## src/design/vec_csr_consts.svh

```systemverilog
// shared constants for the vector CSR block
// data width, vector length in bytes, CSR address map
// and the exception codes seen on the commit port

`ifndef VEC_CSR_CONSTS_SVH
`define VEC_CSR_CONSTS_SVH

// ------------------------------------------------------------
// widths
// ------------------------------------------------------------
`define VEC_XLEN  64
`define VEC_VLENB 16  // VLEN 128

// ------------------------------------------------------------
// CSR addresses
// ------------------------------------------------------------
`define VEC_CSR_ADDR_VSTART   12'h008
`define VEC_CSR_ADDR_VXSAT    12'h009
`define VEC_CSR_ADDR_VXRM     12'h00A
`define VEC_CSR_ADDR_VCSR     12'h00F
`define VEC_CSR_ADDR_VL       12'hC20
`define VEC_CSR_ADDR_VTYPE    12'hC21
`define VEC_CSR_ADDR_VLENB    12'hC22
`define VEC_CSR_ADDR_VSCRATCH 12'h800  // custom, user r/w space

// exception codes on the commit port
`define VEC_EXC_LMUL_CHANGE 4'd1
`define VEC_EXC_MRET        4'd2
`define VEC_EXC_SRET        4'd3
`define VEC_EXC_URET        4'd4

`endif

```

## src/design/vec_csr_pkg.sv

```systemverilog
// types shared by the vector CSR block
// CSR data word, vtype layout, commit exception type

`include "vec_csr_consts.svh"

package vec_csr_pkg;

  // one CSR word
  typedef logic [`VEC_XLEN-1:0] xlen_t;

  // ------------------------------------------------------------
  // vtype register layout, msb first
  // ------------------------------------------------------------
  typedef struct packed {
    logic        vill;
    logic [54:0] reserved;
    logic        vma;
    logic        vta;
    logic [2:0]  vsew;   // 0:e8 1:e16 2:e32 3:e64
    logic [2:0]  vlmul;  // 0..3 integer, 5..7 fractional, 4 reserved
  } vtype_t;

  // exception type carried by a commit
  typedef enum logic [3:0] {
    EXC_NONE        = 4'd0,
    EXC_LMUL_CHANGE = `VEC_EXC_LMUL_CHANGE,
    EXC_MRET        = `VEC_EXC_MRET,
    EXC_SRET        = `VEC_EXC_SRET,
    EXC_URET        = `VEC_EXC_URET
  } except_type_t;

endpackage

```

## src/design/vsetvl_unit.sv

```systemverilog
// vsetvl unit
// decodes the requested vtype, computes vlmax and the vill check,
// clamps avl to vlmax and registers the result as a one-cycle
// done pulse that doubles as the CSR update strobe

`timescale 1ns/10ps

`include "vec_csr_consts.svh"

module vsetvl_unit (
  input  logic                 i_clk,
  input  logic                 i_reset_n,
  input  logic                 i_vset_valid,
  input  vec_csr_pkg::xlen_t   i_vset_avl,
  input  vec_csr_pkg::xlen_t   i_vset_vtype,
  output logic                 o_vset_done,
  output logic [7:0]           o_vset_vl,
  output logic                 o_upd_valid,
  output logic [7:0]           o_upd_vl,
  output vec_csr_pkg::vtype_t  o_upd_vtype
);

  import vec_csr_pkg::*;

  vtype_t      w_req;
  logic [7:0]  w_vlenb;
  logic [7:0]  w_vlmax;
  logic        w_vill;
  logic [7:0]  w_grant_vl;
  vtype_t      w_grant_vtype;

  logic        r_done;
  logic [7:0]  r_vl;
  vtype_t      r_vtype;

  assign w_req   = vtype_t'(i_vset_vtype);
  assign w_vlenb = 8'(`VEC_VLENB);

  // ------------------------------------------------------------
  // vlmax from vlmul and vsew
  // ------------------------------------------------------------
  always_comb begin
    case (w_req.vlmul)
      3'd0, 3'd1, 3'd2, 3'd3 : w_vlmax = (w_vlenb << w_req.vlmul) >> w_req.vsew;
      3'd5, 3'd6, 3'd7       : w_vlmax = (w_vlenb >> (4'd8 - {1'b0, w_req.vlmul})) >> w_req.vsew;
      default                : w_vlmax = 8'd0;  // vlmul 4 reserved
    endcase
  end

  assign w_vill = (w_req.vlmul == 3'd4) |
                  (w_req.vsew > 3'd3)   |
                  (|w_req.reserved)     |
                  (w_vlmax == 8'd0);      // e.g. mf8 with e64

  // vl = min(avl, vlmax)
  always_comb begin
    if (w_vill) begin
      w_grant_vl    = 8'd0;
      w_grant_vtype = '{vill: 1'b1, default: '0};
    end else begin
      w_grant_vl    = (i_vset_avl < xlen_t'(w_vlmax)) ? i_vset_avl[7:0] : w_vlmax;
      w_grant_vtype = w_req;
      w_grant_vtype.vill = 1'b0;
    end
  end

  // ------------------------------------------------------------
  // result register
  // ------------------------------------------------------------
  always_ff @(posedge i_clk or negedge i_reset_n) begin
    if (!i_reset_n) begin
      r_done <= 1'b0;
    end else begin
      r_done <= i_vset_valid;  // one pulse per strobe
    end
  end

  always_ff @(posedge i_clk) begin
    if (i_vset_valid) begin
      r_vl    <= w_grant_vl;
      r_vtype <= w_grant_vtype;
    end
  end

  assign o_vset_done = r_done;
  assign o_vset_vl   = r_vl;
  assign o_upd_valid = r_done;
  assign o_upd_vl    = r_vl;
  assign o_upd_vtype = r_vtype;

endmodule

```

## src/design/vec_csr_file.sv

```systemverilog
// vector CSR register file
// combinational read mux with error, strobed write with error,
// vl/vtype loaded from the vsetvl unit, LMUL exception mode
// and vscratch capture from flushed commits

`timescale 1ns/10ps

`include "vec_csr_consts.svh"

module vec_csr_file (
  input  logic                       i_clk,
  input  logic                       i_reset_n,
  // read port
  input  logic                       i_rd_valid,
  input  logic [11:0]                i_rd_addr,
  output vec_csr_pkg::xlen_t         o_rd_data,
  output logic                       o_rd_error,
  // write port
  input  logic                       i_wr_valid,
  input  logic [11:0]                i_wr_addr,
  input  vec_csr_pkg::xlen_t         i_wr_data,
  output logic                       o_wr_error,
  // update from vsetvl
  input  logic                       i_upd_valid,
  input  logic [7:0]                 i_upd_vl,
  input  vec_csr_pkg::vtype_t        i_upd_vtype,
  // commit monitor
  input  logic                       i_commit_valid,
  input  logic                       i_commit_flush,
  input  vec_csr_pkg::except_type_t  i_commit_except_type,
  input  vec_csr_pkg::xlen_t         i_commit_tval,
  output logic                       o_lmul_exception_mode
);

  import vec_csr_pkg::*;

  xlen_t       r_vstart;
  logic [1:0]  r_vxrm;
  logic        r_vxsat;
  logic [7:0]  r_vl;
  vtype_t      r_vtype;
  xlen_t       r_vscratch;
  logic        r_lmul_exception_mode;

  logic        w_wr_accept;
  logic        w_flushed_commit;

  // ------------------------------------------------------------
  // read mux
  // ------------------------------------------------------------
  always_comb begin
    o_rd_data  = '0;
    o_rd_error = 1'b0;
    if (i_rd_valid) begin
      case (i_rd_addr)
        `VEC_CSR_ADDR_VSTART   : o_rd_data = r_vstart;
        `VEC_CSR_ADDR_VXSAT    : o_rd_data = xlen_t'(r_vxsat);
        `VEC_CSR_ADDR_VXRM     : o_rd_data = xlen_t'(r_vxrm);
        `VEC_CSR_ADDR_VCSR     : o_rd_data = xlen_t'({r_vxrm, r_vxsat}); // vcsr view
        `VEC_CSR_ADDR_VL       : o_rd_data = xlen_t'(r_vl);
        `VEC_CSR_ADDR_VTYPE    : o_rd_data = r_vtype;
        `VEC_CSR_ADDR_VLENB    : o_rd_data = xlen_t'(`VEC_VLENB);  // constant
        `VEC_CSR_ADDR_VSCRATCH : o_rd_data = r_vscratch;
        default                : o_rd_error = 1'b1;
      endcase
    end
  end

  // ------------------------------------------------------------
  // write decode
  // ------------------------------------------------------------
  // vl, vtype, vlenb are read-only here, they fall into default
  always_comb begin
    o_wr_error = 1'b0;
    if (i_wr_valid) begin
      case (i_wr_addr)
        `VEC_CSR_ADDR_VSTART,
        `VEC_CSR_ADDR_VXSAT,
        `VEC_CSR_ADDR_VXRM,
        `VEC_CSR_ADDR_VCSR,
        `VEC_CSR_ADDR_VSCRATCH : o_wr_error = 1'b0;
        default                : o_wr_error = 1'b1;
      endcase
    end
  end

  assign w_wr_accept      = i_wr_valid & ~o_wr_error;
  assign w_flushed_commit = i_commit_valid & i_commit_flush;

  // writable CSRs and commit monitor
  always_ff @(posedge i_clk or negedge i_reset_n) begin
    if (!i_reset_n) begin
      r_vstart              <= '0;
      r_vxrm                <= 2'b00;
      r_vxsat               <= 1'b0;
      r_vscratch            <= '0;
      r_lmul_exception_mode <= 1'b0;
    end else begin
      if (w_wr_accept) begin
        case (i_wr_addr)
          `VEC_CSR_ADDR_VSTART   : r_vstart   <= i_wr_data;
          `VEC_CSR_ADDR_VXSAT    : r_vxsat    <= i_wr_data[0];
          `VEC_CSR_ADDR_VXRM     : r_vxrm     <= i_wr_data[1:0];
          `VEC_CSR_ADDR_VCSR     : begin
            r_vxrm  <= i_wr_data[2:1];
            r_vxsat <= i_wr_data[0];
          end
          `VEC_CSR_ADDR_VSCRATCH : r_vscratch <= i_wr_data;
          default                : ;
        endcase
      end
      // commit capture comes last, wins over a write to vscratch
      if (w_flushed_commit) begin
        case (i_commit_except_type)
          EXC_LMUL_CHANGE : begin
            r_lmul_exception_mode <= 1'b1;
            r_vscratch            <= i_commit_tval;  // keep trap value
          end
          EXC_MRET,
          EXC_SRET,
          EXC_URET        : r_lmul_exception_mode <= 1'b0;
          default         : ;
        endcase
      end
    end
  end

  // vl and vtype only change through vsetvl
  always_ff @(posedge i_clk or negedge i_reset_n) begin
    if (!i_reset_n) begin
      r_vl    <= 8'd0;
      r_vtype <= '{vill: 1'b1, default: '0};
    end else if (i_upd_valid) begin
      r_vl    <= i_upd_vl;
      r_vtype <= i_upd_vtype;
    end
  end

  assign o_lmul_exception_mode = r_lmul_exception_mode;

endmodule

```

## src/design/vec_csr_top.sv

```systemverilog
// top of the vector CSR block
// vsetvl unit feeding the vector CSR file

`timescale 1ns/10ps

module vec_csr_top (
  input  logic                       i_clk,
  input  logic                       i_reset_n,
  // CSR read
  input  logic                       i_rd_valid,
  input  logic [11:0]                i_rd_addr,
  output vec_csr_pkg::xlen_t         o_rd_data,
  output logic                       o_rd_error,
  // CSR write
  input  logic                       i_wr_valid,
  input  logic [11:0]                i_wr_addr,
  input  vec_csr_pkg::xlen_t         i_wr_data,
  output logic                       o_wr_error,
  // vsetvl request
  input  logic                       i_vset_valid,
  input  vec_csr_pkg::xlen_t         i_vset_avl,
  input  vec_csr_pkg::xlen_t         i_vset_vtype,
  output logic                       o_vset_done,
  output logic [7:0]                 o_vset_vl,
  // commit
  input  logic                       i_commit_valid,
  input  logic                       i_commit_flush,
  input  vec_csr_pkg::except_type_t  i_commit_except_type,
  input  vec_csr_pkg::xlen_t         i_commit_tval,
  output logic                       o_lmul_exception_mode
);

  import vec_csr_pkg::*;

  // ------------------------------------------------------------
  // vsetvl -> CSR file update
  // ------------------------------------------------------------
  logic        upd_valid;
  logic [7:0]  upd_vl;
  vtype_t      upd_vtype;

  vsetvl_unit u_vsetvl_unit (
    .i_clk        (i_clk),
    .i_reset_n    (i_reset_n),
    .i_vset_valid (i_vset_valid),
    .i_vset_avl   (i_vset_avl),
    .i_vset_vtype (i_vset_vtype),
    .o_vset_done  (o_vset_done),
    .o_vset_vl    (o_vset_vl),
    .o_upd_valid  (upd_valid),
    .o_upd_vl     (upd_vl),
    .o_upd_vtype  (upd_vtype)
  );

  vec_csr_file u_vec_csr_file (
    .i_clk                 (i_clk),
    .i_reset_n             (i_reset_n),
    .i_rd_valid            (i_rd_valid),
    .i_rd_addr             (i_rd_addr),
    .o_rd_data             (o_rd_data),
    .o_rd_error            (o_rd_error),
    .i_wr_valid            (i_wr_valid),
    .i_wr_addr             (i_wr_addr),
    .i_wr_data             (i_wr_data),
    .o_wr_error            (o_wr_error),
    .i_upd_valid           (upd_valid),
    .i_upd_vl              (upd_vl),
    .i_upd_vtype           (upd_vtype),
    .i_commit_valid        (i_commit_valid),
    .i_commit_flush        (i_commit_flush),
    .i_commit_except_type  (i_commit_except_type),
    .i_commit_tval         (i_commit_tval),
    .o_lmul_exception_mode (o_lmul_exception_mode)
  );

endmodule

```

## config.mk

```make
export PLATFORM = sky130hd
export DESIGN_NAME = vec_csr_top
export DESIGN_NICKNAME = d
export VERILOG_FILES = /design/src/design/vec_csr_pkg.sv /design/src/design/vsetvl_unit.sv /design/src/design/vec_csr_file.sv /design/src/design/vec_csr_top.sv
export VERILOG_INCLUDE_DIRS = /design/src /design/src/design
export SDC_FILE = /design/constraint.sdc
export NUM_CORES = 1
export LEC_CHECK = 0
export ABC_AREA = 0
export ABC_CLOCK_PERIOD_IN_PS = 3200
export BUFFER_PORTS_ARGS = -buffer_cell sky130_fd_sc_hd__buf_2
export CAP_MARGIN = 20
export CORE_MARGIN = 3
export CORE_UTILIZATION = 48
export CTS_CLUSTER_SIZE = 25
export DETAILED_ROUTE_END_ITERATION = 8
export PLACE_DENSITY_LB_ADDON = 0.3
export SYNTH_ARGS = -nofsm -noshare
export SYNTH_HDL_FRONTEND = slang
export SYNTH_SLANG_ARGS = --single-unit
```

## constraint.sdc

```tcl
create_clock -name i_clk -period 3.2 [get_ports i_clk]
set_clock_uncertainty 0.15 [all_clocks]
set_input_delay 0.8 -clock i_clk [delete_from_list [all_inputs] [get_ports i_clk]]
set_output_delay 0.8 -clock i_clk [all_outputs]
set_load 0.005 [all_outputs]
```

==> results.py, run 1 <==
metrics = {
    "setup_path": {
        "critical-path-top-delay-family": "simple AND/OR/NAND/NOR gates",
        "critPathLaunchType": "input port",
        "cp_cell_sequence": "buf_6 -> or4_4 -> nor2_4 -> buf_6 -> nand4_4 -> nor3b_4 -> buf_6 -> buf_6 -> buf_12 -> a222oi_1 -> nor2_1 -> buf_2",
        "ff2ff_path_depth": 2,
        "rr_endpoint": "u_vec_csr_file.r_vtype[57]$_DFFE_PN0P_",
        "cp_slowest_cell": "or4_4",
        "timing.rr.start": "u_vsetvl_unit.o_upd_valid$_DFF_PN0_",
        "critical_path_required_ns": 2.25,
        "slowest_delay_ns": 0.54,
        "crit_buf_inv": 6,
        "critPathMaxFanout": 6,
        "crit_top_cell": "buf_6",
        "worstPathArrival_ns": 2.83,
        "rrSetupSlack_ns": 1.19,
        "endpoint_kind": "output pin",
        "crit_type": "input port to output pin",
    },
    "clocking": {
        "clkLatencyLatePin_ns": 0.53,
        "numCtsBuffers": 29,
        "cts_root_buf": "clkbuf_16",
        "clkSinkCount": 277,
        "clockBufferDepth": 3,
        "clk_pin_slew_ns": 0.06,
        "cts_tree": "yes",
        "htree_levels": 1,
    },
    "floorplan": {
        "die_w_um": 172,
        "fp-row-count": 60,
        "core_area_um2": 27000,
        "io_pins": 367,
        "die_h_um": 172,
        "die_area_um2": 29600,
        "start_util_pct": 49.0,
    },
    "job": {
        "drv_cap": 0,
    },
    "synthesis": {
        "synth_ff_type": "dfrtp_1",
        "synth-edff-count": 72,
        "ys_ff_latch": 277,
        "synth-seq-area-share_pct": 55.1,
        "synthDistinctLibCells": 75,
        "async_flop_share_pct": 74.0,
        "synth_area_um2": 13200,
        "ys_warn_count": 0,
        "post_synth.cell_area_avg_um2": 12.7,
        "postSynthCellCount": 1042,
    },
    "global_route": {
        "grt_pass1_wl_um": 57500,
        "grt_pass1_vias": 10700,
        "grt_usage_pct": 24.5,
        "grt.overflow.total": 0,
        "antenna_found_initial": 6,
        "grt_max_degree": 129,
    },
    "drt": {
        "viasPerCell": 5.61,
        "drc": 0,
        "num_vias": 10600,
        "first_iter_violations": 913,
        "drt_first_pass_iters": 7,
        "routedWlPerCell_um": 19.9,
        "totalWireLength_um": 37600,
        "ant_nets": 0,
    },
    "power": {
        "p_per_area_nw_per_um2": 478,
        "irDropWorstVdd_v": 0.000363,
        "power.leakage_nw": 8.58,
    },
    "cells_and_area": {
        "fin_nets": 1828,
        "fin_area_um2": 17900,
        "fillCellCount": 2101,
        "drive_gt1_share_pct": 47.2,
        "post-route-util_pct": 66.1,
        "regArea_um2": 7300,
        "syn2layout_area_growth_pct": 34.9,
        "multi_input_area_um2": 5900,
    },
    "timing": {
        "final_max_slew_viol_count": 0,
        "timing.fmax_mhz": 264,
        "slew_headroom_pct": 55.7,
        "worst_pin_slew_ns": 0.665,
        "final_hold_viol_count": 0,
        "setup_tns_ns": -34.59,
        "setup_ws_ns": -0.583,
        "period_needed_ns": 3.78,
        "rsz0062_at_grt": "yes",
        "finalCritPeriodShare_pct": 118,
        "finalSetupViolCount": 72,
    },
    "placement": {
        "port_buffers": 365,
        "gp_congestion": 0.868,
        "dpl_worst_slack_ns": -0.992,
        "post-dp-hpwl_um": 25300,
        "place_area_um2": 16100,
    },
    "hold_path": {
        "min_path_type": "input port to async pin",
    },
    "run_status": {
        "violations": "negative setup slack",
        "status": "finished, violations left",
    },
}
[layout by cell type (no fill, tap or decap), types with 4 or more instances in the layout]
cell / netlist / final
nor3_1: 6 / 6
nand4_1: 11 / 11
clkbuf_1: 41 / 8
edfxtp_1: 72 / 72
buf_16: 0 / 7
buf_6: 16 / 11
o21ai_0: 10 / 8
nand3_1: 9 / 7
nand2_1: 14 / 12
nor4_1: 30 / 29
mux2i_1: 68 / 68
a221oi_2: 0 / 4
nor2_2: 7 / 8
dfrtp_1: 204 / 203
conb_1: 1 / 56
a21o_1: 4 / 4
buf_2: 11 / 360
a222oi_1: 57 / 57
nor2_1: 139 / 137
buf_12: 0 / 26
mux2_4: 60 / 60
ha_1: 9 / 7
buf_4: 3 / 63
clkbuf_8: 1 / 8
xnor2_1: 4 / 4
a21oi_1: 81 / 75
clkinv_2: 0 / 5
a22oi_2: 4 / 5
a22oi_1: 6 / 5
clkbuf_16: 0 / 32
mux2_2: 80 / 80
inv_1: 12 / 11
a21oi_2: 5 / 11
or3_1: 4 / 4
and3_1: 7 / 5
[worst reg2reg max path, cell delays in order (launching register included)]
cell and delay (ns):
dfrtp_4 0.77, buf_4 0.54, mux2_2 0.44
[through the flow]
step	power [mW]	hold slack [ns]	cells
final	8.55	0.0861	1892
after global placement	5.10	0.305	1810
after global routing	8.91	0.107	1891
after floorplan	4.67	0.304	1097
after CTS	8.60	0.0983	1889
after detailed placement	5.15	0.312	1810
[Yosys cell counts, drive strengths merged (2+ instances only)]
cell | count | area (um^2)
a211oi | 6 | 50.1
a21boi | 2 | 15.0
a21o | 4 | 30.0
a21oi | 86 | 449
a221oi | 5 | 43.8
a222oi | 57 | 571
a22oi | 10 | 95.1
and2 | 3 | 20.0
and3 | 7 | 43.8
buf | 31 | 261
clkbuf | 42 | 168
dfrtp | 204 | 5100
edfxtp | 72 | 2160
ha | 9 | 113
inv | 12 | 45.0
mux2 | 140 | 1800
mux2i | 68 | 681
nand2 | 17 | 76.3
nand2b | 3 | 18.8
nand3 | 10 | 55.1
nand3b | 3 | 22.5
nand4 | 12 | 90.1
nor2 | 147 | 577
nor2b | 3 | 18.8
nor3 | 7 | 40.0
nor3b | 4 | 46.3
nor4 | 32 | 230
nor4b | 2 | 17.5
o21ai | 11 | 55.1
or3 | 4 | 25.0
or4 | 3 | 33.8
xnor2 | 4 | 35.0
[per-layer routing]
| layer | share of wire (%) | wire length, um | global-route usage, % | up-vias |
|---|---|---|---|---|
| li1 | - | - | - | 4878 |
| met1 | 39 | 14600 | 30.6 | 5213 |
| met2 | 52 | 19400 | 44.4 | 444 |
| met3 | 7.2 | 2710 | 4.25 | 80 |
| met4 | 2.4 | 894 | 6.28 | 6 |
| met5 | 0.11 | 42 | 0 | - |
[final cells by class]
type	instances	share of cell area [%]
repair buffers	473	18.1
well taps	341	2.39
clock inverters	9	0.693
multi-input cells	735	33.0
flip-flops and latches	277	40.8
clock buffers	44	4.77
inverters	12	0.252
diodes	1	0.0140
[report_power, final]
group | switching (mW) | internal, mW
sequential | 0.222 | 4.02
combinational | 0.407 | 0.473
clock | 1.36 | 2.07
[cells by family (layout without fill, tap and decap cells)]
| group | Yosys count | count (layout) | share of synthesized area (%) |
|---|---|---|---|
| other | 1 | 57 | 0.0283 |
| buffers and inverters | 85 | 538 | 3.58 |
| and+or+nand+nor | 264 | 264 | 10.4 |
| muxes | 208 | 208 | 18.7 |
| adders and majority gates | 9 | 9 | 0.850 |
| AOI/OAI and AO/OA | 194 | 194 | 11.1 |
| DFF | 277 | 277 | 55.1 |
| xor gates and xnor gates | 4 | 4 | 0.264 |
[how the worst max path moves through the flow]
stage,start,to,slack [ns],cells past startpoint
global route,i_rd_addr[7],o_rd_data[45],-0.68,12
global placement,i_vset_vtype[1],u_vsetvl_unit.o_upd_vl[3]$_SDFFCE_PP0P_,-0.90,13
floorplan,i_vset_vtype[1],u_vsetvl_unit.o_upd_vl[5]$_SDFFCE_PP0P_,-0.86,15
CTS,i_rd_addr[7],o_rd_data[2],-0.55,12
finish,i_rd_addr[7],o_rd_data[24],-0.58,12
detailed placement,i_vset_vtype[1],u_vsetvl_unit.o_upd_vl[2]$_SDFFCE_PP0P_,-0.99,13
[state kept, by name, summed over array words and instances, names as in the netlist]
| name | flops |
|---|---|
| u_vec_csr_file.r_vxrm | 2 |
| u_vsetvl_unit.o_upd_vtype | 64 |
| u_vsetvl_unit.o_upd_valid | 1 |
| u_vec_csr_file.r_vxsat | 1 |
| u_vsetvl_unit.o_upd_vl | 8 |
| u_vec_csr_file.r_vtype | 64 |
| u_vec_csr_file.r_vscratch | 64 |
| u_vec_csr_file.r_vl | 8 |
| u_vec_csr_file.o_lmul_exception_mode | 1 |
| u_vec_csr_file.r_vstart | 64 |
[timing repair]
item	CTS	global route
hold buffers	0	0
cloned	7	3
gates resized for setup	50	17
buffers inserted	21	0
setup endpoints to repair	73	73
pin swaps	23	22
(Power assumes the default switching activity.)
==> run 2: changes to the inputs <==
CORE_UTILIZATION = 35   (was 48)
RECOVER_POWER = 100   (was unset)
==> results.py, run 2 (synthesis results as in run 1) <==
metrics = {
    "setup_path": {
        "crit_top_cell": "buf_6",
        "cp_cell_sequence": "buf_6 -> or4_4 -> nor2_4 -> nand4_4 -> nor3b_4 -> buf_6 -> buf_8 -> a22oi_2 -> a21oi_2 -> buf_2",
        "critPathLaunchType": "input port",
        "rr_endpoint": "u_vec_csr_file.r_vtype[55]$_DFFE_PN0P_",
        "cp_slowest_cell": "or4_4",
        "timing.rr.start": "u_vsetvl_unit.o_upd_valid$_DFF_PN0_",
        "cp.depth": 10,
        "slowest_delay_ns": 0.53,
        "worstPathArrival_ns": 2.80,
        "crit_type": "input port to output pin",
        "critical-path-top-delay-family": "simple AND/OR/NAND/NOR gates",
        "crit_buf_inv": 4,
        "endpoint_kind": "output pin",
        "startpoint": "i_rd_addr[8]",
        "ff2ff_path_depth": 2,
        "endpoint": "o_rd_data[3]",
        "critPathMaxFanout": 7,
        "rrSetupSlack_ns": 0.80,
        "critical_path_required_ns": 2.25,
    },
    "clocking": {
        "cts_root_buf": "clkbuf_16",
        "htree_levels": 1,
        "clkLatencyLatePin_ns": 0.55,
        "clkSinkCount": 277,
        "cts_tree": "yes",
        "clockBufferDepth": 3,
        "numCtsBuffers": 31,
        "clk_pin_slew_ns": 0.06,
    },
    "cells_and_area": {
        "regArea_um2": 7290,
        "final_common_cell": "buf_2",
        "fillCellCount": 3441,
        "syn2layout_area_growth_pct": 34.4,
        "multi_input_area_um2": 5800,
        "layout_common_cells": "buf_2 (347), dfrtp_1 (204), nor2_1 (113)",
        "drive_gt1_share_pct": 43.9,
        "fin_nets": 1826,
    },
    "global_route": {
        "grt_pass1_wl_um": 61400,
        "grt_pass1_vias": 11000,
        "grt.busiest_layer": "met2",
        "met2_usage_pct": 32.7,
        "antenna_found_initial": 11,
        "grt_max_degree": 129,
        "use_met1_pct": 23.3,
        "use_met3_pct": 3.89,
        "grt_usage_pct": 18.9,
        "grt.overflow.total": 0,
    },
    "floorplan": {
        "die_area_um2": 40200,
        "fp-row-count": 70,
        "die_h_um": 201,
        "start_util_pct": 35.8,
        "die_w_um": 201,
        "io_pins": 367,
        "core_area_um2": 37000,
    },
    "timing": {
        "slew_headroom_pct": -38.7,
        "finalCritPeriodShare_pct": 117,
        "final_hold_viol_count": 0,
        "setup_tns_ns": -33.08,
        "rsz0062_at_grt": "yes",
        "setup_ws_ns": -0.553,
        "finalSetupViolCount": 74,
        "timing.fmax_mhz": 266,
        "final_max_slew_viol_count": 37,
        "period_needed_ns": 3.75,
        "worst_pin_slew_ns": 2.08,
    },
    "drt": {
        "ant_nets": 0,
        "first_iter_violations": 702,
        "num_vias": 10500,
        "drc": 0,
        "routedWlPerCell_um": 19.6,
        "drt_first_pass_iters": 8,
        "totalWireLength_um": 40400,
        "viasPerCell": 5.12,
    },
    "job": {
        "drv_cap": 1,
    },
    "placement": {
        "port_buffers": 365,
        "dpl_worst_slack_ns": -0.892,
        "gp_congestion": 0.872,
        "post-dp-hpwl_um": 28200,
    },
    "power": {
        "p_per_area_nw_per_um2": 483,
        "power.leakage_nw": 8.32,
        "irDropWorstVdd_v": 0.000326,
    },
    "hold_path": {
        "hp-start": "i_commit_except_type[1]",
        "min_path_type": "input port to register",
    },
    "run_status": {
        "status": "finished, violations left",
        "violations": "max-capacitance violations, max-slew violations, negative setup slack",
    },
}
[run 2: how the worst min path moves through the flow]
| stage | depth (start not counted) | slack [ns] | end |
|---|---|---|---|
| 3_3_place_gp | 1 | 0.31 | u_vec_csr_file.r_vtype[41]$_DFFE_PN0P_ |
| 5_1_grt | 2 | 0.27 | u_vec_csr_file.o_lmul_exception_mode$_DFFE_PN0P_ |
| 3_5_place_dp | 1 | 0.31 | u_vec_csr_file.r_vtype[28]$_DFFE_PN0P_ |
| 4_1_cts | 1 | 0.05 | u_vec_csr_file.r_vscratch[17]$_DFF_PN0_ |
| 2_1_floorplan | 1 | 0.30 | u_vec_csr_file.r_vtype[6]$_DFFE_PN0P_ |
| 6_report | 2 | 0.30 | u_vec_csr_file.o_lmul_exception_mode$_DFFE_PN0P_ |
[run 2: repair_timing]
action                     4_1_cts  5_1_grt
setup endpoints to repair       73       73
pin swaps                       31       29
buffers inserted                 6        6
resized for setup               51       57
hold buffers                     0        0
cloned                           2       10
[run 2: where the power goes]
group	leakage, nW	switching [mW]	internal, mW
sequential	3.27	0.208	4.02
combinational	4.56	0.404	0.456
clock	0.497	1.43	2.08
total	8.32	2.04	6.56
[run 2: final cells by class]
class / instances / share of cell area [%]
Antenna cell: 4 / 0.0562
Clock inverter: 18 / 0.956
Clock buffer: 39 / 4.70
Tap cell: 504 / 3.54
Multi-Input combinational cell: 735 / 32.6
Timing Repair Buffer: 469 / 16.9
Sequential cell: 277 / 41.0
Inverter: 12 / 0.253
[run 2: layer usage]
metal,routed length [um],part of all wire (%)
met5,84,0.21
met4,1730,4.3
met3,2790,6.9
met2,19700,49
met1,16100,40
[run 2: metrics by stage]
| step | total power [mW] | utilization (%) | area (um^2) | hold slack [ns] | instances |
|---|---|---|---|---|---|
| 6_report | 8.60 | 48.2 | 17800 | 0.296 | 2058 |
| 4_1_cts | 8.71 | 48.0 | 17800 | 0.0536 | 2044 |
| 3_5_place_dp | 5.15 | 44.4 | 16400 | 0.312 | 1979 |
| 5_1_grt | 9.00 | 48.1 | 17800 | 0.271 | 2056 |
| 3_3_place_gp | 5.11 | 44.4 | 16400 | 0.306 | 1979 |
| 2_1_floorplan | 4.67 | - | 13500 | 0.304 | 1097 |
